## config.mk

```make
export PLATFORM = sky130hd
export DESIGN_NAME = snapshot_decoder
export DESIGN_NICKNAME = d
export VERILOG_FILES = /design/src/common/ace_pkg.sv /design/src/rtl/loader/snapshot_decoder.sv
export SDC_FILE = /design/constraint.sdc
export NUM_CORES = 1
export LEC_CHECK = 0
export BUFFER_PORTS_ARGS = -buffer_cell sky130_fd_sc_hd__buf_4
export CORE_MARGIN = 2
export CORE_UTILIZATION = 46
export CTS_CLUSTER_DIAMETER = 80
export DETAILED_ROUTE_END_ITERATION = 6
export PLACE_DENSITY = 0.85
export REMOVE_ABC_BUFFERS = 1
export SLEW_MARGIN = 20
export SYNTH_ARGS = -nofsm -noshare
export SYNTH_HDL_FRONTEND = slang
export SYNTH_SLANG_ARGS = --single-unit
```

## constraint.sdc

```tcl
create_clock -name clk_sys -period 2.4 [get_ports clk_sys]
set_clock_uncertainty 0.1 [all_clocks]
set_input_delay 0.36 -clock clk_sys [delete_from_list [all_inputs] [get_ports clk_sys]]
set_output_delay 0.36 -clock clk_sys [all_outputs]
set_load 0.005 [all_outputs]
```

## src/common/ace_pkg.sv

```systemverilog
package ace_pkg;

	typedef logic [15:0] addr_t;
	typedef logic [7:0]  byte_t;

	// Stream escape, followed by a count and a value
	localparam byte_t ESCAPE_BYTE = 8'hED;

	// Count of zero after an escape ends the image
	localparam byte_t END_COUNT = 8'h00;

	// One RAM access, a read when we is low
	typedef struct packed {
		logic  valid;
		logic  we;
		addr_t addr;
		byte_t data;
	} mem_req_t;

	// Read data, valid one cycle after the grant
	typedef struct packed {
		logic  valid;
		byte_t data;
	} mem_rsp_t;

	typedef struct packed {
		logic  start; // Single-cycle pulse
		addr_t base;  // First write address of the image
	} load_ctl_t;

endpackage
```

## src/rtl/loader/snapshot_decoder.sv

```systemverilog
`timescale 1ns/100ps

module snapshot_decoder import ace_pkg::*; #(
	parameter int CREDITS = 4
) (
	input  logic      clk_sys,
	input  logic      reset,
	input  load_ctl_t ctl,
	input  logic      fifo_empty,
	input  byte_t     fifo_data,
	output logic      pop,
	output logic      credit_return,
	output mem_req_t  req,
	input  logic      grant_load,
	output logic      busy,
	output logic      done
);

	typedef enum logic [1:0] {
		ST_LITERAL,
		ST_COUNT,
		ST_VALUE,
		ST_ENDED
	} state_t;

	state_t state;
	logic   req_valid;
	addr_t  addr;
	byte_t  data;
	byte_t  run_cnt; // Writes left, the pending one included
	logic   last_write;
	logic   write_pending;

	assign last_write = (run_cnt == 8'd1);

	// The last write of a run may be granted in the same cycle as the next pop
	assign write_pending = req_valid && !(grant_load && last_write);

	assign pop           = !fifo_empty && !write_pending && !ctl.start;
	assign credit_return = pop;

	assign req = '{valid: req_valid, we: 1'b1, addr: addr, data: data};

	always_ff @(posedge clk_sys) begin
		done <= 1'b0;
		if (reset) begin
			state     <= ST_ENDED; // Stray bytes before a load are discarded
			req_valid <= 1'b0;
			run_cnt   <= '0;
			busy      <= 1'b0;
		end else if (ctl.start) begin
			state     <= ST_LITERAL;
			req_valid <= 1'b0;
			run_cnt   <= '0;
			addr      <= ctl.base;
			busy      <= 1'b1;
		end else begin
			if (req_valid && grant_load) begin
				addr    <= addr + 16'd1;
				run_cnt <= run_cnt - 8'd1;
				if (last_write)
					req_valid <= 1'b0;
			end

			if (state == ST_ENDED && busy) begin
				busy <= 1'b0;
				done <= 1'b1;
			end

			if (pop) begin
				case (state)
					ST_LITERAL: begin
						if (fifo_data == ESCAPE_BYTE) begin
							state <= ST_COUNT;
						end else begin
							req_valid <= 1'b1;
							data      <= fifo_data;
							run_cnt   <= 8'd1;
						end
					end
					ST_COUNT: begin
						if (fifo_data == END_COUNT) begin
							state <= ST_ENDED;
						end else begin
							run_cnt <= fifo_data;
							state   <= ST_VALUE;
						end
					end
					ST_VALUE: begin
						req_valid <= 1'b1; // Run length already in run_cnt
						data      <= fifo_data;
						state     <= ST_LITERAL;
					end
					default: begin
						state <= ST_ENDED; // Trailing bytes only return credits
					end
				endcase
			end
		end
	end

	// Credit scheme needs at least one buffered byte
	initial begin
		assert (CREDITS > 0)
			else $error("snapshot_decoder: CREDITS must be at least 1");
	end

	// Arbiter relies on a held request
	assert property (@(posedge clk_sys) disable iff (reset)
		req.valid && !grant_load && !ctl.start |=> $stable(req))
		else $error("snapshot_decoder: write request changed before grant");

endmodule

```

## After elaboration in Yosys (flattened, before gate mapping)

Index checks and enable logic that the tools add are counted.

- Flip-flop bits (word level): 37
- Bits in latches: 0
- RAM bits: 0
- Memory bits (read-only): 0
- Input port bits: 29
- Output and inout bits: 30
- Logic and storage cells: 60
- Memories kept: 0

- $add $sub $neg: 2
- $mul: 0
- Div/mod/pow operators: 0
- $lt $le $gt $ge: 0
- Equality and inequality tests: 7
- Shifts and indexed selects: 0
- Muxes and demuxes: 22
- Bitwise gates (word level): 2
- Reduce and logical (&&, ||, !) cells: 20

Operator list:

| operator | number |
|---|---|
| 8-bit two-way mux | 5 |
| 16-bit two-way mux | 2 |
| 8-bit one-hot mux with 2 select lines | 2 |
| 16-bit by 1-bit adder with 16-bit output (second input constant) | 1 |
| 8-bit by 1-bit equality test with 1-bit output (second input constant) | 1 |
| 8-bit equality test (second input constant) | 1 |
| 8-bit zero test | 1 |
| 1-bit two-way mux | 8 |
| 2-bit nonzero test | 4 |
| 8-bit by 1-bit subtractor with 8-bit output (second input constant) | 1 |
| 1-bit logical AND | 6 |
| 2-bit two-way mux | 3 |
| 2-bit one-hot mux with 3 select lines | 1 |
| 5-bit AND reduction | 1 |
| 2-bit equality test (second input constant) | 2 |
| 1-bit zero test | 4 |
| 2-bit AND reduction | 2 |
| 3-bit != test (second input constant) | 1 |
| 2-bit by 1-bit equality test with 1-bit output (second input constant) | 1 |
| 2-bit zero test | 1 |
| 2-bit != test (second input constant) | 1 |
| 1-bit inverter | 2 |
| 1-bit one-hot mux with 2 select lines | 1 |
| 2-bit OR reduction | 1 |

## Longest topological paths before layout

- Word-level depth: 9
- Mapped depth: 8

## Worst setup path before layout

OpenSTA, ideal clock, no wires.

- Kind: reg2reg
- Start point: reg run_cnt[1]
- End point: reg data[0], enable pin
- Arrival time: 2.075 ns
- Required time: 1.905 ns
- Setup slack: -0.170 ns
- Stages on the path, launching flop included: 7
- Path buffers: 0
- Clock period less this slack: 2.570 ns
- Cells stage by stage: dfxtp_1 > inv_1 > ha_1 > or4bb_1 > o21ai_4 > nand2_1 > nor4_1

- Longest elaborated chain between the ends: 8

Ends and longest elaborated chain:

| element | line | text |
|---|---|---|
| start: declaration | snapshot_decoder.sv:30 | `byte_t run_cnt;` |
| start signal: assignment | snapshot_decoder.sv:60 | `run_cnt <= run_cnt - 8'd1;` |
| start signal: assignment | snapshot_decoder.sv:85 | `run_cnt <= fifo_data;` |
| 8-bit by 1-bit equality test with 1-bit output | snapshot_decoder.sv:34 | `assign last_write = (run_cnt == 8'd1);` |
| 1-bit logical AND | snapshot_decoder.sv:37 | `assign write_pending = req_valid && !(grant_load && last_write);` |
| 1-bit zero test | snapshot_decoder.sv:37 |  |
| 1-bit logical AND | snapshot_decoder.sv:37 |  |
| 1-bit zero test | snapshot_decoder.sv:39 | `assign pop = !fifo_empty && !write_pending && !ctl.start;` |
| 1-bit logical AND (2 in series) | snapshot_decoder.sv:39 |  |
| 5-bit AND reduction (no line) | - |  |
| end signal: assignment | snapshot_decoder.sv:77 | `data <= fifo_data;` |
| end signal: assignment | snapshot_decoder.sv:91 | `data <= fifo_data;` |
| end: declaration | snapshot_decoder.sv:29 | `byte_t data;` |

Every way passes these cells.
A chain may end at the register's enable or synchronous reset.

## Worst setup path after layout

- Start point: reg run_cnt[1]
- End point: out pop

- Longest elaborated chain between the ends: 7

Ends and longest elaborated chain:

| element | line | text |
|---|---|---|
| 8-bit by 1-bit equality test with 1-bit output | snapshot_decoder.sv:34 |  |
| 1-bit logical AND | snapshot_decoder.sv:37 |  |
| 1-bit zero test | snapshot_decoder.sv:37 |  |
| 1-bit logical AND | snapshot_decoder.sv:37 |  |
| 1-bit zero test | snapshot_decoder.sv:39 |  |
| 1-bit logical AND (2 in series) | snapshot_decoder.sv:39 |  |
| end: declaration | snapshot_decoder.sv:11 | `output logic pop,` |

Every way passes these cells.

==> flow_metrics.env <==
export IMPL_synth_top_family_by_area="simple AND/OR/NAND/NOR gates"
export IMPL_htree_levels=2
export IMPL_fillers=344
export IMPL_multi_input_area_um2=863
export IMPL_crit_arrival_ps=1770
export IMPL_clock_latency_ps=280
export IMPL_core_area_um2=4000
export IMPL_grt_pass1_wl_um=6500
export IMPL_cpMaxStageDelayCell="or4bb_1"
export IMPL_cts_buffer_depth=2
export IMPL_p_per_area_nw_per_um2=529
export IMPL_drive_gt1_share_pct=27.6
export IMPL_nNetsFinal=285
export IMPL_die_w_um=68.6
export IMPL_path_class="register to primary output"
export IMPL_ys_types=37
export IMPL_avgSynthCellArea_um2=9.74
export IMPL_maxCapViolations=0
export IMPL_yosysWarnings=0
export IMPL_clkTransAtPathRegs_ps=70
export IMPL_cts_tree="yes"
export IMPL_finalCritPeriodShare_pct=93.0
export IMPL_hold_class="primary input to register"
export IMPL_cp_startpoint="run_cnt[1]$_SDFF_PP0_"
export IMPL_rows=23
export IMPL_startpoint_type="register"
export IMPL_post_route_min_period_ps=2230
export IMPL_ir_drop_v=0.000340
export IMPL_fp_dieH_um=68.6
export IMPL_vias=1605
export IMPL_grt_overflow_total=0
export IMPL_numCtsBuffers=5
export IMPL_area_delta_synth_final_pct=27.8
export IMPL_p_leak_nw=1.00
export IMPL_seq_area_frac_synth_pct=51.1
export IMPL_start_util_pct=48.0
export IMPL_ant_nets=0
export IMPL_timing_rr_start="run_cnt[1]$_SDFF_PP0_"
export IMPL_fin_cells=304
export IMPL_wirelength_um=4140
export IMPL_drv_slew=0
export IMPL_regArea_um2=981
export IMPL_grt_pass1_vias=1496
export IMPL_muxShareOfSynthArea_pct=1.11
export IMPL_cts_resized=0
export IMPL_ys_async_sr_fraction_pct=0
export IMPL_synth_fa_ha_area_share_pct=1.96
export IMPL_synth_xor_area_share_pct=9.13
export IMPL_synthCells=197
export IMPL_portBuffers=57
export IMPL_ios=59
export IMPL_synth_enable_flop_cells=24
export IMPL_synth_compound_area_share_pct=12.8
export IMPL_run_status="completed"
export IMPL_finalHoldViolations=0
export IMPL_cts_setup_buffers=0
export IMPL_clock_sinks=37
export IMPL_synth_seq_cells=37
export IMPL_post_drt_wl_per_cell_um=13.6
export IMPL_grt_max_degree=38
export IMPL_placed_cells=296
export IMPL_cp_cell_sequence="inv_1 > ha_1 > or4bb_1 > o21ai_4 > nand2_1 > inv_1 > buf_4"
export IMPL_timing_critical_path_mode_cell="inv_1"
export IMPL_insertedDiodeCount=0
export IMPL_drc=0
export IMPL_synth_simple_area_share_pct=19.8
export IMPL_grt_use_total_pct=19.0
export IMPL_globalplace_congestion=0.845
export IMPL_holdBufCountCts=0
export IMPL_dieArea_um2=4710
export IMPL_drtIter0Drc=95
export IMPL_finalSetupViolations=0
export IMPL_post_route_util_pct=61.3
export IMPL_dr_pass1_iters=4
export IMPL_root_buffer="clkbuf_8"
export IMPL_crit_required_ps=1940
export IMPL_fmax_mhz=448
export IMPL_place_hpwl_um=3170
export IMPL_syn_area_um2=1920
export IMPL_worst_setup_path_end_kind="primary output"
export IMPL_cp_max_fo=5
export IMPL_ys_flop_type="edfxtp_1"
export IMPL_holdCritStartpoint="reset"
export IMPL_rsz0062_at_grt="false"
export IMPL_cpPeakStageDelay_ps=440
export IMPL_antenna_found_initial=0
export IMPL_via_per_inst=5.28
[registers in the layout, indices dropped and copies added (netlist names)]
name       flops
run_cnt        8
addr          16
data           8
state          2
busy           1
req_valid      1
done           1
[worst paths after layout]
check             slack [ps]  cells after the start                end
setup / recovery         170                      7                pop
hold / removal           180                      2  busy$_SDFFE_PP0P_
setup reg to reg         270                      7  data[7]$_DFFE_PP_
hold reg to reg          390                      2    done$_SDFF_PP0_
[critical path: cells and delay by family (launching register included)]
family / cells / cell delay (ps)
adders and majority gates: 1 / 130
DFF: 1 / 320
and+or+nand+nor: 2 / 550
buffers and inverters: 3 / 300
AOI/OAI and AO/OA: 1 / 190
[Yosys cell counts (all sizes together) (3+ instances only)]
cell type	count	area share (%)
nand4	4	1.3
xor2	15	6.8
o21bai	3	1.2
clkbuf	5	0.98
ha	3	2.0
nand3	11	2.9
buf	5	1.8
o21ai	23	6.6
dfxtp	13	14
xnor2	5	2.3
a21oi	11	2.9
nand2	32	6.3
inv	6	1.2
edfxtp	24	38
nor2	10	2.0
and3	3	0.98
nor4	5	1.6
[metal layers]
layer | global-route usage, % | part of all wire [%] | up-vias
li1 | - | - | 812
met1 | 22.6 | 42 | 753
met2 | 31.9 | 51 | 38
met3 | 6.82 | 6.0 | 2
met4 | 5.75 | 0.58 | 0
met5 | 0 | 0 | -
[cells by family (layout without fill, tap and decap cells)]
logic type               count (synthesis)  count (layout)
buffers and inverters                   16              73
adder cells (fa/ha/maj)                  3               3
flip-flops                              37              37
other                                    1               1
AND/OR/NAND/NOR                         77              77
XOR/XNOR                                20              20
multiplexers                             2               2
AO/OA/AOI/OAI                           41              41
[final cells by class]
type / count / area share [%]
Inverter: 6 / 0.918
Clock buffer: 5 / 2.80
Tap cell: 50 / 2.55
Clock inverter: 3 / 0.510
Sequential cell: 37 / 40.0
Multi-Input combinational cell: 144 / 35.2
Timing Repair Buffer: 59 / 18.1
[placed cells by master, fill, tap and decap left out, types with 6 or more instances in the layout]
master	synthesis	layout
edfxtp_1	24	24
nor2_1	10	10
xor2_1	15	15
buf_4	4	59
a21oi_1	11	11
dfxtp_1	13	13
nand3_1	11	11
nand2_1	32	32
o21ai_0	21	21
inv_1	6	6
[power breakdown]
part | switching, mW | internal (mW)
Clock | 0.201 | 0.195
Sequential | 0.0282 | 0.708
Combinational | 0.0773 | 0.0894
Total | 0.307 | 0.992
[stage by stage]
| stage | power, mW | TNS [ps] | instance area, um^2 | hold WS, ps | setup WS [ps] |
|---|---|---|---|---|---|
| 3_3_place_gp | 0.911 | 0 | 2370 | 370 | 291 |
| 5_1_grt | 1.37 | 0 | 2450 | 166 | 69.1 |
| 3_5_place_dp | 0.917 | 0 | 2370 | 375 | 258 |
| 4_1_cts | 1.31 | 0 | 2450 | 175 | 161 |
| 6_report | 1.30 | 0 | 2450 | 180 | 168 |
| 2_1_floorplan | 0.816 | -1360 | 1870 | 332 | -170 |
Note: power is estimated with default switching activity, not from simulation.
