**src/common/ace_pkg.sv**
```systemverilog
package ace_pkg;

	typedef logic [15:0] addr_t;
	typedef logic [7:0]  byte_t;

	// Stream escape, followed by a count and a value
	localparam byte_t ESCAPE_BYTE = 8'hED;

	// Count of zero after an escape ends the image
	localparam byte_t END_COUNT = 8'h00;

	// One RAM access, a read when we is low
	typedef struct packed {
		logic  valid;
		logic  we;
		addr_t addr;
		byte_t data;
	} mem_req_t;

	// Read data, valid one cycle after the grant
	typedef struct packed {
		logic  valid;
		byte_t data;
	} mem_rsp_t;

	typedef struct packed {
		logic  start; // Single-cycle pulse
		addr_t base;  // First write address of the image
	} load_ctl_t;

endpackage
```
**src/rtl/mem_arbiter.sv**
```systemverilog
`timescale 1ns/100ps

module mem_arbiter import ace_pkg::*; (
	input  logic     clk_sys,
	input  logic     reset,
	input  mem_req_t load_req,
	input  mem_req_t rd_req,
	output logic     grant_load,
	output logic     grant_rd,
	output mem_req_t ram_req
);

	logic last_rd; // Read port won the last contested or uncontested cycle

	assign grant_load = load_req.valid && (!rd_req.valid || last_rd);
	assign grant_rd   = rd_req.valid && !grant_load;

	always_comb begin
		ram_req = '0;
		if (grant_load)
			ram_req = load_req;
		else if (grant_rd)
			ram_req = rd_req;
	end

	always_ff @(posedge clk_sys) begin
		if (reset)
			last_rd <= 1'b1; // Loader goes first
		else if (grant_load || grant_rd)
			last_rd <= grant_rd;
	end

	// Two cycles of contention must split between the peers
	assert property (@(posedge clk_sys) disable iff (reset)
		(load_req.valid && rd_req.valid) ##1 (load_req.valid && rd_req.valid)
		|-> grant_load != $past(grant_load))
		else $error("mem_arbiter: same requester won twice under contention");

	// A held read must not starve behind the loader
	assert property (@(posedge clk_sys) disable iff (reset)
		rd_req.valid && !grant_rd |=> grant_rd || !rd_req.valid)
		else $error("mem_arbiter: read request waited more than one cycle");

endmodule

```
**config.mk**
```make
export PLATFORM = sky130hd
export DESIGN_NAME = mem_arbiter
export DESIGN_NICKNAME = d
export VERILOG_FILES = /design/src/common/ace_pkg.sv /design/src/rtl/mem_arbiter.sv
export SDC_FILE = /design/constraint.sdc
export NUM_CORES = 1
export LEC_CHECK = 0
export BUFFER_PORTS_ARGS = -buffer_cell sky130_fd_sc_hd__buf_2
export CORE_MARGIN = 3
export CORE_UTILIZATION = 26
export DETAILED_ROUTE_END_ITERATION = 10
export PLACE_DENSITY_LB_ADDON = 0.2
export SLEW_MARGIN = 10
export SYNTH_ARGS = -nofsm -noshare
export SYNTH_HDL_FRONTEND = slang
export SYNTH_SLANG_ARGS = --single-unit
```
**constraint.sdc**
```tcl
create_clock -name clk_sys -period 2.15 [get_ports clk_sys]
set_clock_uncertainty 0.1 [all_clocks]
set_input_delay 0.1075 -clock clk_sys [delete_from_list [all_inputs] [get_ports clk_sys]]
set_output_delay 0.1075 -clock clk_sys [all_outputs]
set_load 0.03 [all_outputs]
```
# Yosys cells after proc, flatten, opt, wreduce, memory -nomap -nowiden
# Index checks and enable logic that the tools add are counted.
# totals
regBits	1
in_bits	54
word_cells	9
# op_classes
n_mux	2
reduce_logical	6
# op_table
op	n
$mux W26	2
$logic_and A1 B1 Y1	2
$logic_not A1 Y1	2
$logic_or A1 B1 Y1	2

# Longest topological paths before layout
# Gate-level depths: netlist of run 1.
# logic_depth
ltp_word	7
mapped_depth	4
mapped_depth_nobuf	2

# Worst setup path after synthesis of run 1
# Ideal clock, no wire load.
# synth_timing
path_kind	register to output
startpoint	register last_rd
endpoint	output port ram_req[16] in the netlist's numbering
arrival_ns	1.177
t_required_ns	1.942
path_slack_ns	0.765
stages_incl_launch_ff	4
n_path_buf	1
path_cell_list	dfxtp_1 -> a21boi_4 -> buf_2 -> a32o_1
# synth_rtl
element	line_no	source
start, declared	mem_arbiter.sv:13	logic last_rd;
start signal, assigned	mem_arbiter.sv:30	last_rd <= grant_rd;
end, declared	mem_arbiter.sv:10	output mem_req_t ram_req

==> results of run 1 <==
[power by group through the flow]
stage                     Combinational (uW)  Sequential [uW]  Clock [uW]
after detailed placement                 263             22.2           0
after global placement                   261             21.9           0
after floorplan                          178             21.8           0
after CTS                                263             22.2           0
final                                    261             22.1           0
after global routing                     277             22.5           0
[worst max-delay path by stage]
| stage | start | endpoint | slack, ps | depth (start not counted) |
|---|---|---|---|---|
| global placement | last_rd$_SDFFE_PP1P_ | ram_req[14] | 550 | 4 |
| global route | last_rd$_SDFFE_PP1P_ | ram_req[8] | 400 | 4 |
| floorplan | last_rd$_SDFFE_PP1P_ | ram_req[16] | 770 | 3 |
| finish | last_rd$_SDFFE_PP1P_ | ram_req[14] | 530 | 4 |
| detailed placement | last_rd$_SDFFE_PP1P_ | ram_req[15] | 520 | 4 |
| CTS | last_rd$_SDFFE_PP1P_ | ram_req[14] | 520 | 4 |
[layer usage]
layer / vias up / track usage, % / wire [um]
li1: 343 / - / -
met1: 336 / 17.5 / 671
met2: 52 / 31.3 / 906
met3: 0 / 1.98 / 291
met4: 0 / 0 / 0
met5: - / 0 / 0
[stage by stage]
stage | worst slack, ps | hold WS [ps] | utilization [%] | area [um^2] | cells
final | 526 | 183 | 55.2 | 772 | 130
after global routing | 396 | 208 | 55.2 | 772 | 130
after CTS | 522 | 187 | 55.2 | 772 | 130
after detailed placement | 520 | 187 | 55.2 | 772 | 130
after global placement | 553 | 183 | 55.2 | 772 | 130
after floorplan | 765 | 93.5 | - | 415 | 41
[synth_stat cells, drive strengths merged]
library cell,count,area [um^2]
buf,8,75.1
dfxtp,1,20.0
a32o,25,265
a21o,1,7.51
nand2,1,3.75
a21boi,1,18.8
and2,1,6.26
nand2b,1,6.26
or2,2,12.5
[worst reg2reg max path: stages (launching register included)]
cell	delay, ps
dfxtp_1	320
or2_2	300
a21o_1	170
[cell type report]
| cell class | count | area (um^2) |
|---|---|---|
| Fill cell | 134 | 627 |
| Multi-Input combinational cell | 32 | 320 |
| Sequential cell | 1 | 20.0 |
| Tap cell | 15 | 18.8 |
| Timing Repair Buffer | 82 | 413 |
[cells by family after synthesis]
group                  after synthesis
AOI/OAI and AO/OA                   27
buffers and inverters                8
DFF                                  1
and+or+nand+nor                      5
==> impl_metrics.py, run 1 <==
metrics = {
    "timing": {
        "max_slew_margin_pct": 56.8,
        "hold_viol_final": 0,
        "max_freq_ghz": 0.616,
        "rsz0062_at_grt": "no",
        "setup_tns_ps": 0,
        "layout_min_cycle_time_ps": 1620,
        "fin_crit_sh_pct": 75.5,
        "final_max_slew_viol_count": 0,
        "worstMarginPinSlew_ps": 647,
        "finalSetupViolCount": 0,
    },
    "layout": {
        "top_regs": "last_rd (1)",
        "regMostFlops": "last_rd",
        "final_common_cell": "buf_2",
        "final_net_count": 171,
        "n_antenna_cell": 0,
        "area_delta_synth_final_pct": 85.8,
        "most-common-layout-cells": "81 x buf_2, 13 x a32o_1, 12 x a32o_2",
        "drive_above_1_share_pct": 83.5,
        "largest_reg_flops": 1,
    },
    "floorplan": {
        "pin_count": 82,
        "fp.coreArea_mm2": 0.00140,
        "die_w_um": 46.0,
        "dieArea_mm2": 0.00211,
        "die_h_um": 46.0,
        "row_count": 13,
        "start_util_pct": 29.7,
    },
    "worst_setup_path": {
        "r2r_slack_ps": 1140,
        "slowest_stage": "dfxtp_1",
        "startpoint_type": "flop",
        "endpoint_kind": "primary output",
        "cp_top_family": "buffers and inverters",
        "required_ps": 1940,
        "r2r_cells": 2,
        "r2r_end": "last_rd$_SDFFE_PP1P_",
        "crit_chain": "nand2b_1 -> buf_4 -> a32o_2 -> buf_2",
        "path_buf_inv": 2,
        "worst_ep_arrival_time_ps": 1420,
        "crit_fanout": 16,
        "crit_type": "flop to primary output",
        "worstReg2RegStart": "last_rd$_SDFFE_PP1P_",
        "slowest_delay_ps": 380,
    },
    "route": {
        "postRouteAntennaNets": 0,
        "firstDrtPassIters": 4,
        "drc": 0,
        "drt_iter0_drc": 5,
        "vias_per_cell": 5.62,
        "num_vias": 731,
        "wl_per_cell_um": 14.4,
        "routed_wl_mm": 1.87,
    },
    "clock_network": {
        "clk-insertion-delay-late_ps": 0,
        "hold_buffers": 0,
        "cts.clk_slew.worst_paths_ps": 0,
        "cts-resized-gates": 0,
        "cts_setup_buffers": 0,
    },
    "flow_run": {
        "maxCapViolations": 0,
    },
    "synthesis": {
        "ys_ff_latch": 1,
        "syn_nets": 95,
        "synth_fa_ha_area_share_pct": 0,
        "yosysSeqAreaShare_pct": 4.82,
        "synth_compound_area_share_pct": 70.2,
        "synth_top_family_by_area": "compound AO/OA/AOI/OAI gates",
        "avgSynthCellArea_um2": 10.1,
        "syn_inst": 41,
        "ys_warn_count": 0,
        "synth_area_um2": 415,
        "yosys.area_share.simple_pct": 6.93,
        "synth_xor_area_share_pct": 0,
        "synthMuxAreaShare_pct": 0,
        "yosys.cell_types.count": 14,
    },
    "power": {
        "vdd_ir_drop_max_uv": 221,
        "p_leak_uw": 0.000478,
        "p_int_uw": 125,
        "power.density_mw_per_mm2": 367,
        "combinationalPowerShare_pct": 92.2,
        "p_clk_share_pct": 0,
        "p_total_uw": 283,
        "switchingPower_uw": 158,
        "sw_frac_of_total_pct": 55.8,
        "pwr-share-seq_pct": 7.8,
    },
    "grt": {
        "grt.overflow.total": 0,
        "grtUsageTotal_pct": 15.4,
        "grt_max_degree": 30,
        "grt_first_pass_wirelength_mm": 2.56,
        "antenna_found_initial": 0,
        "grt_pass1_vias": 619,
    },
    "place": {
        "portBuffers": 81,
        "gp_congestion": 0.729,
        "dpl.hpwl_mm": 1.54,
    },
    "min_path": {
        "min_path_cells": 2,
        "hp-class": "primary input to flop",
        "hp-start": "reset",
        "worst_hold_path.endpoint": "last_rd$_SDFFE_PP1P_",
    },
    "run_status": {
        "outcome": "complete, no violations",
    },
}
(Power assumes the default switching activity.)
==> inputs of run 2 (changes only) <==
- CORE_UTILIZATION: 26 -> 24
- clock period: 2.15 -> 1.7 ns (I/O delays scaled with it)
==> run 2 against run 1 <==
Compared with the run above:
- power up 30%
- sequential cell count unchanged
- hold slack worse by 22 ps
- utilization down 3.7 points
- first-iteration DRC count up 100%
- register-to-register slack worse by 450 ps
- via count down 1.1%
- cell area up 4.1%
- combinational power up 31%
- critical endpoint is now ram_req[10]
==> impl_metrics.py, run 2 (synthesized netlist as in run 1, its figures left out) <==
metrics = {
    "layout": {
        "largest_reg_flops": 1,
        "drive_above_1_share_pct": 84.0,
        "nFillCells": 147,
        "utilization_pct": 51.5,
        "final_common_cell": "buf_2",
        "final_net_count": 175,
        "n_antenna_cell": 0,
        "area_delta_synth_final_pct": 93.4,
        "top_regs": "last_rd (1)",
        "most-common-layout-cells": "81 x buf_2, 13 x a32o_1, 12 x a32o_2",
        "regMostFlops": "last_rd",
    },
    "worst_setup_path": {
        "startpoint_type": "flop",
        "worst_ep_arrival_time_ps": 1140,
        "crit_chain": "nand2b_1 -> buf_4 -> a32o_2 -> buf_2",
        "crit_fanout": 16,
        "endpoint_kind": "primary output",
        "slowest_delay_ps": 320,
        "required_ps": 1510,
        "slowest_stage": "dfxtp_1",
        "r2r_cells": 2,
        "crit_type": "flop to primary output",
    },
    "power": {
        "vdd_ir_drop_max_uv": 221,
        "p_clk_share_pct": 0,
        "combinationalPowerShare_pct": 92.5,
        "p_total_uw": 369,
        "sw_frac_of_total_pct": 55.2,
        "p_leak_uw": 0.000497,
        "power.density_mw_per_mm2": 459,
        "switchingPower_uw": 204,
        "pwr-share-seq_pct": 7.5,
        "p_int_uw": 165,
    },
    "clock_network": {
        "clk-insertion-delay-late_ps": 0,
        "cts-resized-gates": 0,
        "cts.clk_slew.worst_paths_ps": 0,
        "cts_setup_buffers": 0,
        "hold_buffers": 0,
    },
    "route": {
        "drc": 0,
        "postRouteAntennaNets": 0,
        "num_vias": 723,
        "drt_iter0_drc": 10,
        "firstDrtPassIters": 4,
        "wl_per_cell_um": 14.9,
        "routed_wl_mm": 2.01,
        "vias_per_cell": 5.36,
    },
    "floorplan": {
        "die_w_um": 47.6,
        "dieArea_mm2": 0.00227,
        "pin_count": 82,
        "die_h_um": 47.6,
        "start_util_pct": 26.6,
        "fp.coreArea_mm2": 0.00156,
        "row_count": 14,
    },
    "timing": {
        "final_max_slew_viol_count": 0,
        "max_slew_margin_pct": 82.2,
        "layout_min_cycle_time_ps": 1320,
        "worstMarginPinSlew_ps": 267,
        "hold_viol_final": 0,
        "fin_hold_ws_ps": 160,
        "max_freq_ghz": 0.757,
        "finalSetupViolCount": 0,
        "setup_tns_ps": 0,
        "fin_ws_ps": 379,
        "fin_crit_sh_pct": 77.7,
        "rsz0062_at_grt": "no",
    },
    "place": {
        "pre_cts_ws_ps": 370,
        "portBuffers": 81,
        "dpl.hpwl_mm": 1.67,
        "gp_congestion": 0.641,
    },
    "flow_run": {
        "maxCapViolations": 0,
    },
    "grt": {
        "grt_first_pass_wirelength_mm": 2.55,
        "grtUsageTotal_pct": 15.3,
        "grt.overflow.total": 0,
        "grt_pass1_vias": 589,
        "grt_max_degree": 17,
        "antenna_found_initial": 0,
    },
    "min_path": {
        "min_path_cells": 2,
        "hp-class": "primary input to flop",
    },
    "run_status": {
        "outcome": "complete, no violations",
    },
}
## run 2: cell count changes in the layout (fill, tap and decap cells not counted)
cell | previous run | this run
buf_4 | 1 | 5
## run 2: power by group through the flow
stage                     logic, uW  clock network (uW)  registers, uW
after floorplan                 226                   0           27.6
after global placement          340                   0           27.7
after detailed placement        343                   0           27.9
after CTS                       344                   0           27.8
after global routing            361                   0           28.2
final                           341                   0           27.8
## run 2: worst max-delay path, delay by kind of cell, from the launching register on
kind,cells,cell delay [ps]
DFF,1,320
AOI/OAI and AO/OA,1,280
buffers and inverters,2,370
and+or+nand+nor,1,160
## run 2: cell type report
| cell class | count | area (um^2) | area share, % |
|---|---|---|---|
| Multi-Input combinational cell | 32 | 320 | 39.9 |
| Timing Repair Buffer | 86 | 443 | 55.1 |
| Tap cell | 16 | 20.0 | 2.49 |
| Sequential cell | 1 | 20.0 | 2.49 |
## run 2: routing by layer
metal	part of all wire [%]	global-route usage, %
met2	49	32.1
met1	36	16.7
met5	0	0
met3	15	2.26
met4	0	0
## run 2: per-stage QoR
stage               std cells  area (um^2)
floorplan                  41          415
global placement          135          803
detailed placement        135          803
CTS                       135          803
global route              135          803
finish                    135          803
## run 2: worst paths after layout
path / from / slack, ps / to
worst max-delay path: last_rd$_SDFFE_PP1P_ / 380 / ram_req[10]
worst max register to register: last_rd$_SDFFE_PP1P_ / 690 / last_rd$_SDFFE_PP1P_
worst min register to register: last_rd$_SDFFE_PP1P_ / 410 / last_rd$_SDFFE_PP1P_
worst min-delay path: reset / 160 / last_rd$_SDFFE_PP1P_
==> inputs of run 3 (changes only) <==
- ABC_AREA: default -> 1
- CORE_UTILIZATION: 24 -> 25
- clock period: 1.7 -> 1.4 ns (I/O delays scaled with it)
==> run 3 against run 2 <==
Compared with the run above:
- routed wire length shrank 7.6%
- combinational power grew 21%
- synthesized area grew 5.7%
- sequential share of layout area shrank 0.14 points
- largest power group unchanged
- sequential power grew 21%
- critical endpoint is now ram_req[21]
- die area grew 1.3%
- first-iteration DRC count shrank 30%
- utilization grew 2.5 points
- critical path type unchanged
- critical path depth grew 2
- global-route usage shrank 2.0 points
==> impl_metrics.py, run 3 <==
metrics = {
    "layout": {
        "final_net_count": 226,
        "final_common_cell": "buf_2",
        "n_antenna_cell": 0,
        "regMostFlops": "last_rd",
        "drive_above_1_share_pct": 51.2,
        "top_regs": "last_rd (1)",
        "largest_reg_flops": 1,
        "most-common-layout-cells": "81 x buf_2, 52 x nand2_1, 25 x nand3_1",
        "area_delta_synth_final_pct": 94.0,
    },
    "synthesis": {
        "yosys.cell_types.count": 12,
        "ys_ff_latch": 1,
        "synth_common_cells": "52 x nand2_1, 25 x nand3_1, 3 x buf_6, 3 x inv_1, 2 x buf_2",
        "synth_edf_count": 0,
        "synth-main-ff-cell": "dfxtp_1",
        "avgSynthCellArea_um2": 4.77,
        "yosysSeqAreaShare_pct": 4.56,
        "ys_warn_count": 0,
        "yosysMostFrequentCell": "nand2_1",
        "synth_area_leaders": "nand2_1 44%, nand3_1 28%, buf_6 7.7%, dfxtp_1 4.6%, a21oi_4 3.7%",
        "syn_inst": 92,
        "syn_nets": 146,
        "async_flop_share_pct": 0,
        "synth_largest_area_cell": "nand2_1",
        "synth_top_area_share_pct": 44.4,
        "synth_area_um2": 439,
    },
    "worst_setup_path": {
        "slowest_delay_ps": 350,
        "worst_ep_arrival_time_ps": 1040,
        "crit_chain": "inv_1 -> nand2_2 -> buf_12 -> nand3_1 -> nand2_1 -> buf_2",
        "path_buf_inv": 3,
        "r2r_cells": 3,
        "worstReg2RegStart": "last_rd$_SDFFE_PP1P_",
        "r2r_slack_ps": 510,
        "required_ps": 1230,
        "endpoint_kind": "primary output",
        "r2r_end": "last_rd$_SDFFE_PP1P_",
        "startpoint_type": "flop",
        "crit_fanout": 26,
        "cp_top_family": "buffers and inverters",
        "slowest_stage": "dfxtp_1",
        "crit_type": "flop to primary output",
    },
    "floorplan": {
        "die_h_um": 47.9,
        "dieArea_mm2": 0.00230,
        "die_w_um": 47.9,
        "pin_count": 82,
        "start_util_pct": 27.9,
        "row_count": 14,
        "fp.coreArea_mm2": 0.00158,
    },
    "min_path": {
        "hp-class": "primary input to flop",
        "min_path_cells": 3,
        "worst_hold_path.endpoint": "last_rd$_SDFFE_PP1P_",
        "hp-start": "reset",
    },
    "place": {
        "gp_congestion": 0.695,
        "portBuffers": 81,
        "dpl.hpwl_mm": 1.57,
    },
    "timing": {
        "fin_crit_sh_pct": 86.5,
        "finalSetupViolCount": 0,
        "setup_tns_ps": 0,
        "rsz0062_at_grt": "no",
        "worstMarginPinSlew_ps": 288,
        "max_slew_margin_pct": 80.8,
        "max_freq_ghz": 0.826,
        "fin_hold_ws_ps": 182,
        "final_max_slew_viol_count": 0,
        "hold_viol_final": 0,
        "layout_min_cycle_time_ps": 1210,
    },
    "grt": {
        "grt_pass1_vias": 596,
        "grt_max_degree": 27,
        "grt_first_pass_wirelength_mm": 2.36,
        "grtUsageTotal_pct": 13.3,
        "grt.overflow.total": 0,
        "antenna_found_initial": 0,
    },
    "power": {
        "vdd_ir_drop_max_uv": 296,
        "p_leak_uw": 0.000608,
        "p_total_uw": 446,
        "power.density_mw_per_mm2": 524,
    },
    "clock_network": {
        "cts.clk_slew.worst_paths_ps": 0,
        "hold_buffers": 0,
        "cts_setup_buffers": 0,
        "cts-resized-gates": 0,
        "clk-insertion-delay-late_ps": 0,
    },
    "route": {
        "vias_per_cell": 4.64,
        "drt_iter0_drc": 7,
        "wl_per_cell_um": 9.97,
        "firstDrtPassIters": 2,
        "drc": 0,
        "num_vias": 863,
        "postRouteAntennaNets": 0,
        "routed_wl_mm": 1.86,
    },
    "flow_run": {
        "maxCapViolations": 0,
    },
    "run_status": {
        "outcome": "complete, no violations",
    },
}
## run 3: final cells by class
cell class / instances / area [um^2]
inverters: 3 / 11.3
multi-input cells: 81 / 353
flip-flops and latches: 1 / 20.0
well taps: 16 / 20.0
repair buffers: 85 / 448
fillers: 167 / 724
## run 3: routing by layer
layer  vias up  global-route usage (%)  routed length [um]
li1        451                       -                   -
met3         0                   0.376                 167
met4         0                       0                   0
met2        39                    29.6                1050
met1       373                    13.9                 635
met5         -                       0                   0
## run 3: cell families (layout without fill, tap and decap cells)
family	Yosys count	after routing	share of synthesized area, %
simple gates	78	78	74.4
buf+inv	10	88	15.1
compound gates	3	3	5.98
flops	1	1	4.56
## run 3: power breakdown
part / internal [uW] / switching (uW)
clock network: 0 / 0
registers: 31.4 / 2.18
logic: 149 / 264
total: 180 / 266
## run 3: worst max-delay path by stage
stage                               from           to  slack (ps)  cells past startpoint
detailed placement  last_rd$_SDFFE_PP1P_  ram_req[21]         180                      6
finish              last_rd$_SDFFE_PP1P_  ram_req[21]         190                      6
global route        last_rd$_SDFFE_PP1P_  ram_req[21]         120                      6
CTS                 last_rd$_SDFFE_PP1P_  ram_req[21]         180                      6
global placement    last_rd$_SDFFE_PP1P_  ram_req[14]         230                      6
floorplan           last_rd$_SDFFE_PP1P_  ram_req[10]         200                      5
## run 3: worst min-delay path: cells and delay by family
kind | cells | cell delay [ps]
compound gates | 2 | 90
buf+inv | 1 | 70
## run 3: stage by stage
stage	instances	setup slack [ps]	area (um^2)	util, %
global placement	186	232	852	54.0
global route	186	119	852	54.0
CTS	186	182	852	54.0
finish	186	189	852	54.0
floorplan	92	201	439	-
detailed placement	186	185	852	54.0
