**src/common/ace_pkg.sv**
```systemverilog
package ace_pkg;

	typedef logic [15:0] addr_t;
	typedef logic [7:0]  byte_t;

	// Stream escape, followed by a count and a value
	localparam byte_t ESCAPE_BYTE = 8'hED;

	// Count of zero after an escape ends the image
	localparam byte_t END_COUNT = 8'h00;

	// One RAM access, a read when we is low
	typedef struct packed {
		logic  valid;
		logic  we;
		addr_t addr;
		byte_t data;
	} mem_req_t;

	// Read data, valid one cycle after the grant
	typedef struct packed {
		logic  valid;
		byte_t data;
	} mem_rsp_t;

	typedef struct packed {
		logic  start; // Single-cycle pulse
		addr_t base;  // First write address of the image
	} load_ctl_t;

endpackage
```
**src/rtl/loader/byte_fifo.sv**
```systemverilog
`timescale 1ns/100ps

module byte_fifo import ace_pkg::*; #(
	parameter int CREDITS = 4
) (
	input  logic  clk_sys,
	input  logic  reset,
	input  logic  in_valid,
	input  byte_t in_data,
	input  logic  pop,
	output logic  empty,
	output byte_t out_data
);

	localparam int PTR_W = (CREDITS > 1) ? $clog2(CREDITS) : 1;
	localparam int CNT_W = $clog2(CREDITS + 1);

	byte_t            mem [CREDITS];
	logic [PTR_W-1:0] wr_ptr;
	logic [PTR_W-1:0] rd_ptr;
	logic [CNT_W-1:0] count;

	assign empty    = (count == '0);
	assign out_data = mem[rd_ptr]; // Head byte, registered storage only

	always_ff @(posedge clk_sys) begin
		if (in_valid)
			mem[wr_ptr] <= in_data;
	end

	always_ff @(posedge clk_sys) begin
		if (reset) begin
			wr_ptr <= '0;
			rd_ptr <= '0;
			count  <= '0;
		end else begin
			if (in_valid)
				wr_ptr <= (wr_ptr == PTR_W'(CREDITS - 1)) ? '0 : wr_ptr + 1'b1;
			if (pop)
				rd_ptr <= (rd_ptr == PTR_W'(CREDITS - 1)) ? '0 : rd_ptr + 1'b1;
			count <= count + CNT_W'(in_valid) - CNT_W'(pop);
		end
	end

	// Host must respect its credits
	assert property (@(posedge clk_sys) disable iff (reset)
		in_valid |-> count < CNT_W'(CREDITS))
		else $error("byte_fifo: byte written while full");

	assert property (@(posedge clk_sys) disable iff (reset)
		pop |-> !empty)
		else $error("byte_fifo: pop while empty");

endmodule

```
**config.mk**
```make
export PLATFORM = sky130hd
export DESIGN_NAME = byte_fifo
export DESIGN_NICKNAME = d
export VERILOG_FILES = /design/src/common/ace_pkg.sv /design/src/rtl/loader/byte_fifo.sv
export SDC_FILE = /design/constraint.sdc
export NUM_CORES = 1
export LEC_CHECK = 0
export BUFFER_PORTS_ARGS = -buffer_cell sky130_fd_sc_hd__buf_2
export CORE_MARGIN = 4
export CORE_UTILIZATION = 25
export DETAILED_ROUTE_END_ITERATION = 7
export GPL_TIMING_DRIVEN = 0
export SLEW_MARGIN = 0
export SYNTH_ARGS = -nofsm -noshare
export SYNTH_HDL_FRONTEND = slang
export SYNTH_SLANG_ARGS = --single-unit
```
**constraint.sdc**
```tcl
create_clock -name clk_sys -period 2.2 [get_ports clk_sys]
set_clock_uncertainty 0.2 [all_clocks]
set_input_delay 0 -clock clk_sys [delete_from_list [all_inputs] [get_ports clk_sys]]
set_output_delay 0 -clock clk_sys [all_outputs]
set_load 0.02 [all_outputs]
```
[Word level (Yosys, flattened, before mapping)]
Memory sizes are Yosys's and may differ from the RTL's. A register that Yosys moved wholly into a read port is not among the register bits.
Cells that the tools add are included.
Cells by class
  add/subtract/negate cells: 4
  eq/ne operators: 2
  muxes and demuxes: 6
  reduce and logical (&&, ||, !) cells: 1
Operators by type and width (count)
  $mux 2: 4
  $add 2x1->2 const B: 2
  $eq 2x2->1 const B: 2
  $add 3x1->3: 1
  $logic_not 3->1: 1
  $sub 3x1->3: 1
  $mux 1: 2
Storage, ports and cells
  register bits after elaboration: 7
  bits in writable memories: 32
  input bits: 12
  output and inout bits: 9
  logic and storage cells: 17
  memories kept: 1
Memory list
  mem: depth 4, bits a word 8, rd ports 1, clocked after memory_dff 1, write ports 1, line byte_fifo.sv:18  | byte_t mem [CREDITS];

[Longest topological paths before layout]
Gate-level depths: netlist (run 1).
  depth after elaboration: 4
  mapped depth: 8
  depth with buffers taken out: 8

[Worst setup path before layout (run 1)]
OpenSTA, ideal clock, no wires.
  kind: register to register
  from: register count[0]
  to: register count[2]
  setup time: 0.110 ns
  arrival time: 1.389 ns
  data required time: 1.890 ns
  slack: 0.501 ns
  stages on the path, launching flop included: 9
  buffers on the path: 0
  period minus slack after synthesis: 1.699 ns
  cells stage by stage: dfxtp_1 inv_1 ha_1 inv_1 ha_1 inv_1 fa_1 xnor3_1 nor2_1
Between the ends
  cells in the longest elaborated chain, start to end: 2
Ends and longest elaborated chain
  start, declared: line byte_fifo.sv:21  | logic [CNT_W-1:0] count;
  start signal, assigned: line byte_fifo.sv:41  | count <= count + CNT_W'(in_valid) - CNT_W'(pop);
  $add 3x1->3: line byte_fifo.sv:41
  $sub 3x1->3: line byte_fifo.sv:41
No other way between the ends.
A chain may end at the register's enable or synchronous reset.

[Final worst setup path (run 1)]
  from: input pop
  to: register count[0]
Between the ends
  cells in the longest elaborated chain, start to end: 1
Ends and longest elaborated chain
  start, declared: line byte_fifo.sv:10  | input logic pop,
  $sub 3x1->3: line byte_fifo.sv:41
No other way between the ends.

==> impl_metrics.toml, run 1 <==
[outcome]
status = "completed"

[setup_path]
r2r_end = "count[0]$_SDFF_PP0_"
r2r_slack_ns = 0.31
cp_slowest_cell = "dlygate4sd3_1"
path_max_fanout = 4
endpoint_kind = "flip-flop"
arrival_ns = 1.91
cpLargestDelayFamily = "buffers and inverters"
critical-path-max-stage-delay_ns = 0.54
worstRegToRegCells = 6
critPathKind = "in -> reg"
crit_buf_inv = 4
cp_cell_sequence = "dlygate4sd3_1 -> buf_2 -> ha_1 -> inv_1 -> ha_1 -> nor2b_1 -> dlygate4sd3_1"
crit_required_ns = 2.18
reg2reg_from = "count[0]$_SDFF_PP0_"
critPathLaunchType = "primary input"

[final_layout]
layout_common_cells = "edfxtp_1 (32), buf_2 (20), dlygate4sd3_1 (12)"
final_layout_size_suffix_gt1_share_pct = 30.9
layout_commonest_cell = "edfxtp_1"
multi_input_area_sq_um = 422
final-seq-area_sq_um = 1140
fin_cells = 198
post-route-util_pct = 33.8
syn2layout_area_growth_pct = 28.3
antennaDiodeCount = 0
nets = 142
fill_cells = 581

[logic_synthesis]
yosysUniqueCellTypes = 17
yosysSeqAreaShare_pct = 71.4
yosys_register_bits = 41
syn_area_per_cell_sq_um = 19.3
synth_top_cells_by_area = "edfxtp_1 (60%), dfxtp_1 (11%), mux4_2 (11%)"
synthesis.area_sq_um = 1600
synth_nets = 103
yosysWarnings = 0
syn_inst = 83
synth_top_area_share_pct = 60.1
yosys.area.top_type = "edfxtp_1"

[sta]
max_slew_margin_pct = 70.0
drv_slew = 0
fin_crit_sh_pct = 87.7
max_freq_mhz = 518
tightestPinTransition_ns = 0.450
rsz0062_at_grt = "false"
hold_ws_ns = 0.261
setup_violations = 0
setup_tns_ns = 0
hold_violations = 0
final.min_clock_period_ns = 1.93
fin_ws_ns = 0.271

[power]
cellPowerDensity_nw_per_um2 = 914
p_leak_nw = 0.762
ir_worst_vdd_uv = 519

[hold_path]
whs_endpoint = "mem[3][0]$_DFFE_PP_"
holdPathStages = 2
min_from = "in_data[0]"
holdCritPathClass = "in -> reg"

[place]
portBuffers = 20
hpwl_mm = 1.81
place_congestion = 0.643
pre_cts_ws_ns = 0.423
placed_cells = 178

[detailed_routing]
routed_via_density = 4.14
wl_mm = 2.48
antenna_left = 0
vias = 820
drt_iter0_drc = 47
drc = 0
drt_pre_antenna_iters = 4
drt-wirelength-per-cell_microns = 12.5

[global_routing]
grt_use_total_pct = 7.15
grt_overflow = 0
grt_pass1_wl_mm = 4.08
grt_max_degree = 15
antenna_found_initial = 0
grt_pass1_vias = 873

[job]
cap_violations = 0

[die]
die_height_microns = 87.9
die_w_microns = 87.9
dieArea_sq_um = 7730
io_pins = 21
initial_core_util_pct = 26.4
num_rows = 28
core_sq_um = 6060

[clock_tree]
htreeDepth = 2
clock-root-buffer = "clkbuf_8"
numCtsBuffers = 5
cts.repair.resized = 0
cts_tree = "done"
clk_latency_ns = 0.29
clk_pin_slew_ns = 0.08
cts_hold_buffers = 12
cts_buffer_depth = 2
cts_setup_buffers = 0
cts.sinks = 41
==> Yosys cell counts <==
master and count:
a21oi_1 2, and2_1 4, buf_6 1, clkbuf_2 1
dfxtp_1 9, edfxtp_1 32, fa_1 1, ha_1 7
inv_1 5, mux2i_1 2, mux4_2 8, nand2b_1 2
nor2_1 4, nor2b_1 1, nor3_1 1, or3b_1 2
xnor3_1 1
==> area by class of cell <==
type                       count  area share [%]
inverter                       5           0.916
tap                           75            4.58
timing repair buffer          32            10.7
clock inverter                 3            3.36
buffer                         2           0.794
multi-input combinational     35            20.6
clock buffer                   5            3.36
sequential                    41            55.7
==> cells by family (layout without fill, tap and decap cells) <==
kind of cell               after synthesis  in the layout  synth area share, %
muxes                                   10             10                 12.5
adders and majority gates                8              8                 6.73
AOI/OAI and AO/OA                        2              2                0.626
buffers and inverters                    7             47                 2.19
DFF                                     41             41                 71.4
and+or+nand+nor                         14             14                 5.09
xor gates and xnor gates                 1              1                 1.41
==> routing by layer <==
| metal | global-route usage, % | part of all wire [%] | up-vias | routed length (microns) |
|---|---|---|---|---|
| li1 | - | - | 389 | - |
| met1 | 7.97 | 40 | 404 | 992 |
| met2 | 12.3 | 51 | 22 | 1260 |
| met3 | 2.92 | 7.2 | 5 | 178 |
| met4 | 2.51 | 1.7 | 0 | 43 |
| met5 | 0 | 0 | - | 0 |
==> worst max path at each step <==
stage / cells after the start / slack (ns) / from / to
floorplan: 8 / 0.50 / count[0]$_SDFF_PP0_ / count[2]$_SDFF_PP0_
global placement: 8 / 0.47 / count[0]$_SDFF_PP0_ / count[2]$_SDFF_PP0_
detailed placement: 8 / 0.42 / count[0]$_SDFF_PP0_ / count[2]$_SDFF_PP0_
CTS: 7 / 0.26 / pop / count[0]$_SDFF_PP0_
global route: 7 / 0.21 / pop / count[0]$_SDFF_PP0_
finish: 7 / 0.27 / pop / count[0]$_SDFF_PP0_
==> power by group <==
group / internal (mW) / switching, mW / total (mW)
Clock: 0.456 / 0.256 / 0.713
Sequential: 0.885 / 0.0245 / 0.910
Combinational: 0.131 / 0.120 / 0.251
Total: 1.47 / 0.401 / 1.87
==> metrics by stage <==
step / cell area, sq um / power (mW)
finish: 2050 / 1.87
global route: 2050 / 1.97
CTS: 2050 / 1.90
detailed placement: 1790 / 1.17
global placement: 1790 / 1.15
floorplan: 1600 / 1.09
==> flip-flops by register name, summed over array words and instances (netlist names), named ones only <==
| name | count |
|---|---|
| count | 3 |
| rd_ptr | 2 |
| wr_ptr | 2 |
| mem | 32 |
No activity file was read; power rests on OpenSTA's default activity.
==> run 2: changes to the inputs <==
--- a/config.mk
+++ b/config.mk
@@ -5,6 +5,7 @@
 export SDC_FILE = /design/constraint.sdc
 export NUM_CORES = 1
 export LEC_CHECK = 0
+export ABC_AREA = 1
 export BUFFER_PORTS_ARGS = -buffer_cell sky130_fd_sc_hd__buf_2
 export CORE_MARGIN = 4
 export CORE_UTILIZATION = 25
==> constraint.sdc (replaced) <==
create_clock -name clk_sys -period 2.3 [get_ports clk_sys]
set_clock_uncertainty 0.2 [all_clocks]
set_input_delay 0 -clock clk_sys [delete_from_list [all_inputs] [get_ports clk_sys]]
set_output_delay 0 -clock clk_sys [all_outputs]
set_load 0.02 [all_outputs]
==> impl_metrics.toml, run 2 <==
[outcome]
status = "completed"

[power]
p_total_mw = 1.80
power.internal_mw = 1.38
cellPowerDensity_nw_per_um2 = 823
seq_power_share_pct = 48.4
switchingPower_mw = 0.418
power_frac_clock_pct = 37.3
ir_worst_vdd_uv = 234
p_leak_nw = 0.935
comb_power_share_pct = 14.4
switching_share_pct = 23.2

[logic_synthesis]
syn_inst = 151
synth_top_area_share_pct = 55.3
yosysMostFrequentCell = "edfxtp_1"
ys.flop_type = "edfxtp_1"
yosysSeqAreaShare_pct = 65.7
yosysUniqueCellTypes = 16
synth_edf_count = 32
synthesis.area_sq_um = 1740
synth_nets = 171
synth_top_cells_by_area = "edfxtp_1 (55%), dfxtp_1 (10%), inv_1 (6.7%)"
yosys_register_bits = 41
yosys.area.top_type = "edfxtp_1"
syn_area_per_cell_sq_um = 11.5
yosys-top-cells-count = "edfxtp_1 (32), inv_1 (31), nand2_1 (25)"
synthArstFlopShare_pct = 0
yosysWarnings = 0

[final_layout]
top_register = "mem"
largest_register_ffs = 32
antennaDiodeCount = 0
nets = 209
reg.largest.list = "mem: 32 flops, count: 3 flops"
post-route-util_pct = 32.3
fill_cells = 669
layout_common_cells = "edfxtp_1 (32), inv_1 (31), nand2_1 (25)"
final_layout_size_suffix_gt1_share_pct = 18.9
layout_commonest_cell = "edfxtp_1"
fin_cells = 270
syn2layout_area_growth_pct = 25.6

[sta]
tightestPinTransition_ns = 0.374
max_slew_margin_pct = 75.1
fin_crit_sh_pct = 76.1
setup_tns_ns = 0
max_freq_mhz = 571
drv_slew = 0
setup_violations = 0
hold_violations = 0
rsz0062_at_grt = "false"
fin_ws_ns = 0.549
final.min_clock_period_ns = 1.75

[place]
placed_cells = 251
place_congestion = 0.709
portBuffers = 20
hpwl_mm = 2.11
pre_cts_ws_ns = 0.569

[setup_path]
crit_required_ns = 2.29
critPathKind = "in -> reg"
cpLargestDelayFamily = "buffers and inverters"
cp_slowest_cell = "dlygate4sd3_1"
cp_cell_sequence = "dlygate4sd3_1 -> buf_2 -> ha_1 -> inv_1 -> ha_1 -> inv_1 -> fa_1 -> a21oi_1 -> nor2_1"
endpoint_kind = "flip-flop"
critPathLaunchType = "primary input"
critical-path-max-stage-delay_ns = 0.53
crit_buf_inv = 4
path_max_fanout = 4
arrival_ns = 1.74

[die]
die_height_microns = 91.4
io_pins = 21
num_rows = 30
die_w_microns = 91.4
initial_core_util_pct = 25.7
dieArea_sq_um = 8350
core_sq_um = 6760

[detailed_routing]
routed_via_density = 4.19
drt_iter0_drc = 80
antenna_left = 0
vias = 1131
drt_pre_antenna_iters = 4
drc = 0
drt-wirelength-per-cell_microns = 11.5
wl_mm = 3.11

[clock_tree]
cts.sinks = 41
htreeDepth = 2
clk_latency_ns = 0.29
numCtsBuffers = 5
clk_pin_slew_ns = 0.07
cts_tree = "done"
clock-root-buffer = "clkbuf_8"
cts_buffer_depth = 2

[global_routing]
grt_use_total_pct = 7.91
grt_pass1_wl_mm = 5.02
grt_max_degree = 14
antenna_found_initial = 0
grt_overflow = 0
grt_pass1_vias = 1050

[hold_path]
holdCritPathClass = "in -> reg"

[job]
cap_violations = 0
[run 2: cell count changes in the layout (fill, tap and decap cells not counted), sizes merged, moves of 4 or more]
cell / previous run / this run
a21oi: 2 / 11
and2: 4 / 0
buf: 21 / 25
inv: 6 / 31
mux4: 8 / 0
nand2: 0 / 25
nor2: 4 / 10
o211ai: 0 / 8
o21ai: 0 / 11
[run 2: area by class of cell]
class                      instances  area [sq um]  share of cell area [%]
buffer                             5          52.6                    2.41
clock buffer                       5          68.8                    3.15
timing repair buffer              31           210                    9.63
clock inverter                     3          65.1                    2.98
tap                               80           100                    4.59
inverter                          31           116                    5.33
sequential                        41          1140                    52.3
multi-input combinational         74           428                    19.6
[run 2: what timing repair did]
item | in CTS | in global routing
hold endpoints to repair | 41 | 0
buffers inserted | 0 | 0
endpoints found under the setup margin | 0 | 0
hold buffers | 11 | 0
resized for setup | 0 | 0
[run 2: power groups by stage]
stage | Sequential [mW] | Combinational, mW | Clock (mW)
after floorplan | 0.881 | 0.170 | 0
final | 0.869 | 0.258 | 0.670
after detailed placement | 0.886 | 0.249 | 0
after global placement | 0.884 | 0.243 | 0
after global routing | 0.873 | 0.297 | 0.711
after CTS | 0.869 | 0.264 | 0.690
[run 2: metrics by stage]
step | instance area (sq um) | hold WS (ns)
floorplan | 1740 | -0.133
global placement | 1940 | 0.0149
detailed placement | 1940 | 0.0167
CTS | 2180 | 0.243
global route | 2180 | 0.263
finish | 2180 | 0.247
[run 2: path summary, 6_finish.rpt]
check | start | slack [ns] | depth (start not counted) | end
setup reg to reg | count[0]$_SDFF_PP0_ | 0.58 | 8 | count[2]$_SDFF_PP0_
setup / recovery | pop | 0.55 | 9 | count[2]$_SDFF_PP0_
hold reg to reg | rd_ptr[0]$_SDFFE_PP0P_ | 0.32 | 2 | rd_ptr[0]$_SDFFE_PP0P_
hold / removal | reset | 0.25 | 3 | count[1]$_SDFF_PP0_
[run 2: worst min-delay path: cells and delay by family]
family | cells | cell delay, ns
and+or+nand+nor | 1 | 0.04
buffers and inverters | 2 | 0.66
[run 2: logic make-up (layout without fill, tap and decap cells)]
| kind of cell | after synthesis | count (layout) | synth area share, % |
|---|---|---|---|
| AND/OR/NAND/NOR | 36 | 36 | 7.85 |
| adder cells (fa/ha/maj) | 8 | 8 | 6.19 |
| flip-flops | 41 | 41 | 65.7 |
| AO/OA/AOI/OAI | 30 | 30 | 10.6 |
| buffers and inverters | 36 | 75 | 9.72 |
[run 2: layer usage]
layer / GRT usage, % / routed length (microns)
met3: 1.99 / 114
met1: 8.57 / 1350
met2: 14.1 / 1580
met4: 4.15 / 72
met5: 0 / 0
==> run 3: changes to the inputs <==
--- a/config.mk
+++ b/config.mk
@@ -5,7 +5,7 @@
 export SDC_FILE = /design/constraint.sdc
 export NUM_CORES = 1
 export LEC_CHECK = 0
-export ABC_AREA = 1
+export ABC_AREA = 0
 export BUFFER_PORTS_ARGS = -buffer_cell sky130_fd_sc_hd__buf_2
 export CORE_MARGIN = 4
 export CORE_UTILIZATION = 25
==> constraint.sdc (replaced) <==
create_clock -name clk_sys -period 1.7 [get_ports clk_sys]
set_clock_uncertainty 0.2 [all_clocks]
set_input_delay 0 -clock clk_sys [delete_from_list [all_inputs] [get_ports clk_sys]]
set_output_delay 0 -clock clk_sys [all_outputs]
set_load 0.02 [all_outputs]
==> impl_metrics.toml, run 3 (synthesis results as in run 1) <==
[clock_tree]
cts_buffer_depth = 2
clk_latency_ns = 0.29
cts.sinks = 41
cts_tree = "done"
htreeDepth = 2
cts_setup_buffers = 0
numCtsBuffers = 5
clock-root-buffer = "clkbuf_8"
clk_pin_slew_ns = 0.08

[place]
place_congestion = 0.643
hpwl_mm = 1.81
portBuffers = 20

[final_layout]
nets = 141
top_register = "mem"
layout_common_cells = "edfxtp_1 (32), buf_2 (18), dlygate4sd3_1 (11)"
fill_cells = 577
syn2layout_area_growth_pct = 30.9
final_layout_size_suffix_gt1_share_pct = 37.7
reg.largest.list = "mem: 32 flops, count: 3 flops"
post-route-util_pct = 34.5
antennaDiodeCount = 0
largest_register_ffs = 32
layout_commonest_cell = "edfxtp_1"

[detailed_routing]
drc = 0
drt_iter0_drc = 44
antenna_left = 0
wl_mm = 2.53
drt_pre_antenna_iters = 4
vias = 836
drt-wirelength-per-cell_microns = 12.8
routed_via_density = 4.24

[hold_path]
holdCritPathClass = "in -> reg"

[sta]
max_freq_mhz = 606
drv_slew = 0
hold_ws_ns = -0.117
setup_violations = 0
hold_violations = 7
tightestPinTransition_ns = 0.444
fin_crit_sh_pct = 97.0
final.min_clock_period_ns = 1.65
max_slew_margin_pct = 70.4
rsz0062_at_grt = "true"

[die]
num_rows = 28
io_pins = 21
core_sq_um = 6060
initial_core_util_pct = 26.4
die_height_microns = 87.9
dieArea_sq_um = 7730
die_w_microns = 87.9

[setup_path]
endpoint_kind = "output port"
path_max_fanout = 8
critPathLaunchType = "flip-flop"
crit_required_ns = 1.50
arrival_ns = 1.45
critPathKind = "reg -> out"

[global_routing]
grt_pass1_wl_mm = 4.06
grt_max_degree = 15
grt_pass1_vias = 858
antenna_found_initial = 0
grt_overflow = 0
grt_use_total_pct = 7.13

[power]
p_total_mw = 2.45
cellPowerDensity_nw_per_um2 = 1170
ir_worst_vdd_uv = 672
p_leak_nw = 0.757

[outcome]
status = "finished with violations"
violations = "negative hold slack"

[job]
cap_violations = 0
## run 3: layout make-up
class / count / area [sq um] / area share (%)
Clock inverter: 3 / 68.8 / 3.29
Inverter: 5 / 18.8 / 0.898
Multi-Input combinational cell: 35 / 449 / 21.5
Timing Repair Buffer: 31 / 223 / 10.7
Clock buffer: 5 / 68.8 / 3.29
Tap cell: 75 / 93.8 / 4.49
Sequential cell: 41 / 1140 / 54.7
Buffer: 2 / 25.0 / 1.20
## run 3: through the flow
stage	worst slack, ns	hold slack (ns)	setup TNS [ns]	instance area, sq um	std cells
floorplan	0.000717	-0.133	0	1600	83
global placement	-0.0300	0.0137	-0.0300	1790	178
detailed placement	-0.0769	0.0219	-0.0769	1790	178
CTS	-0.000116	-0.246	-0.000116	2050	194
global route	-0.000517	-0.109	-0.000517	2090	197
finish	0.0503	-0.117	0	2090	197
## run 3: final timing paths
check                           cells after the start                    from                     end  slack, ns
worst max register to register                      8     count[0]$_SDFF_PP0_     count[2]$_SDFF_PP0_       0.06
worst min register to register                      2  rd_ptr[1]$_SDFFE_PP0P_  rd_ptr[1]$_SDFFE_PP0P_       0.36
worst max-delay path                                3               flip-flop             out_data[5]       0.05
worst min-delay path                                3                     pop  rd_ptr[1]$_SDFFE_PP0P_      -0.12
## run 3: where the power goes
group / switching [mW] / internal (mW)
clock network: 0.330 / 0.591
registers: 0.0340 / 1.15
logic: 0.164 / 0.185
total: 0.528 / 1.92
## run 3: routing by layer
layer	vias up	global-route usage, %	part of all wire, %
met2	22	12.2	51
met3	5	2.92	6.1
li1	388	-	-
met1	421	8.04	41
met5	-	0	0
met4	0	2.51	1.7
## run 3: critical path, cell delays in order, from the launching register on
cell and delay (ns):
dfxtp_2 0.35, buf_12 0.13, mux4_2 0.50, buf_2 0.17
## run 3: what timing repair did
item                                    CTS  global route
hold buffers                              8             3
pin swaps                                 3             3
endpoints found under the hold margin    41             9
endpoints found under the setup margin    4             9
gates resized for setup                  13             2
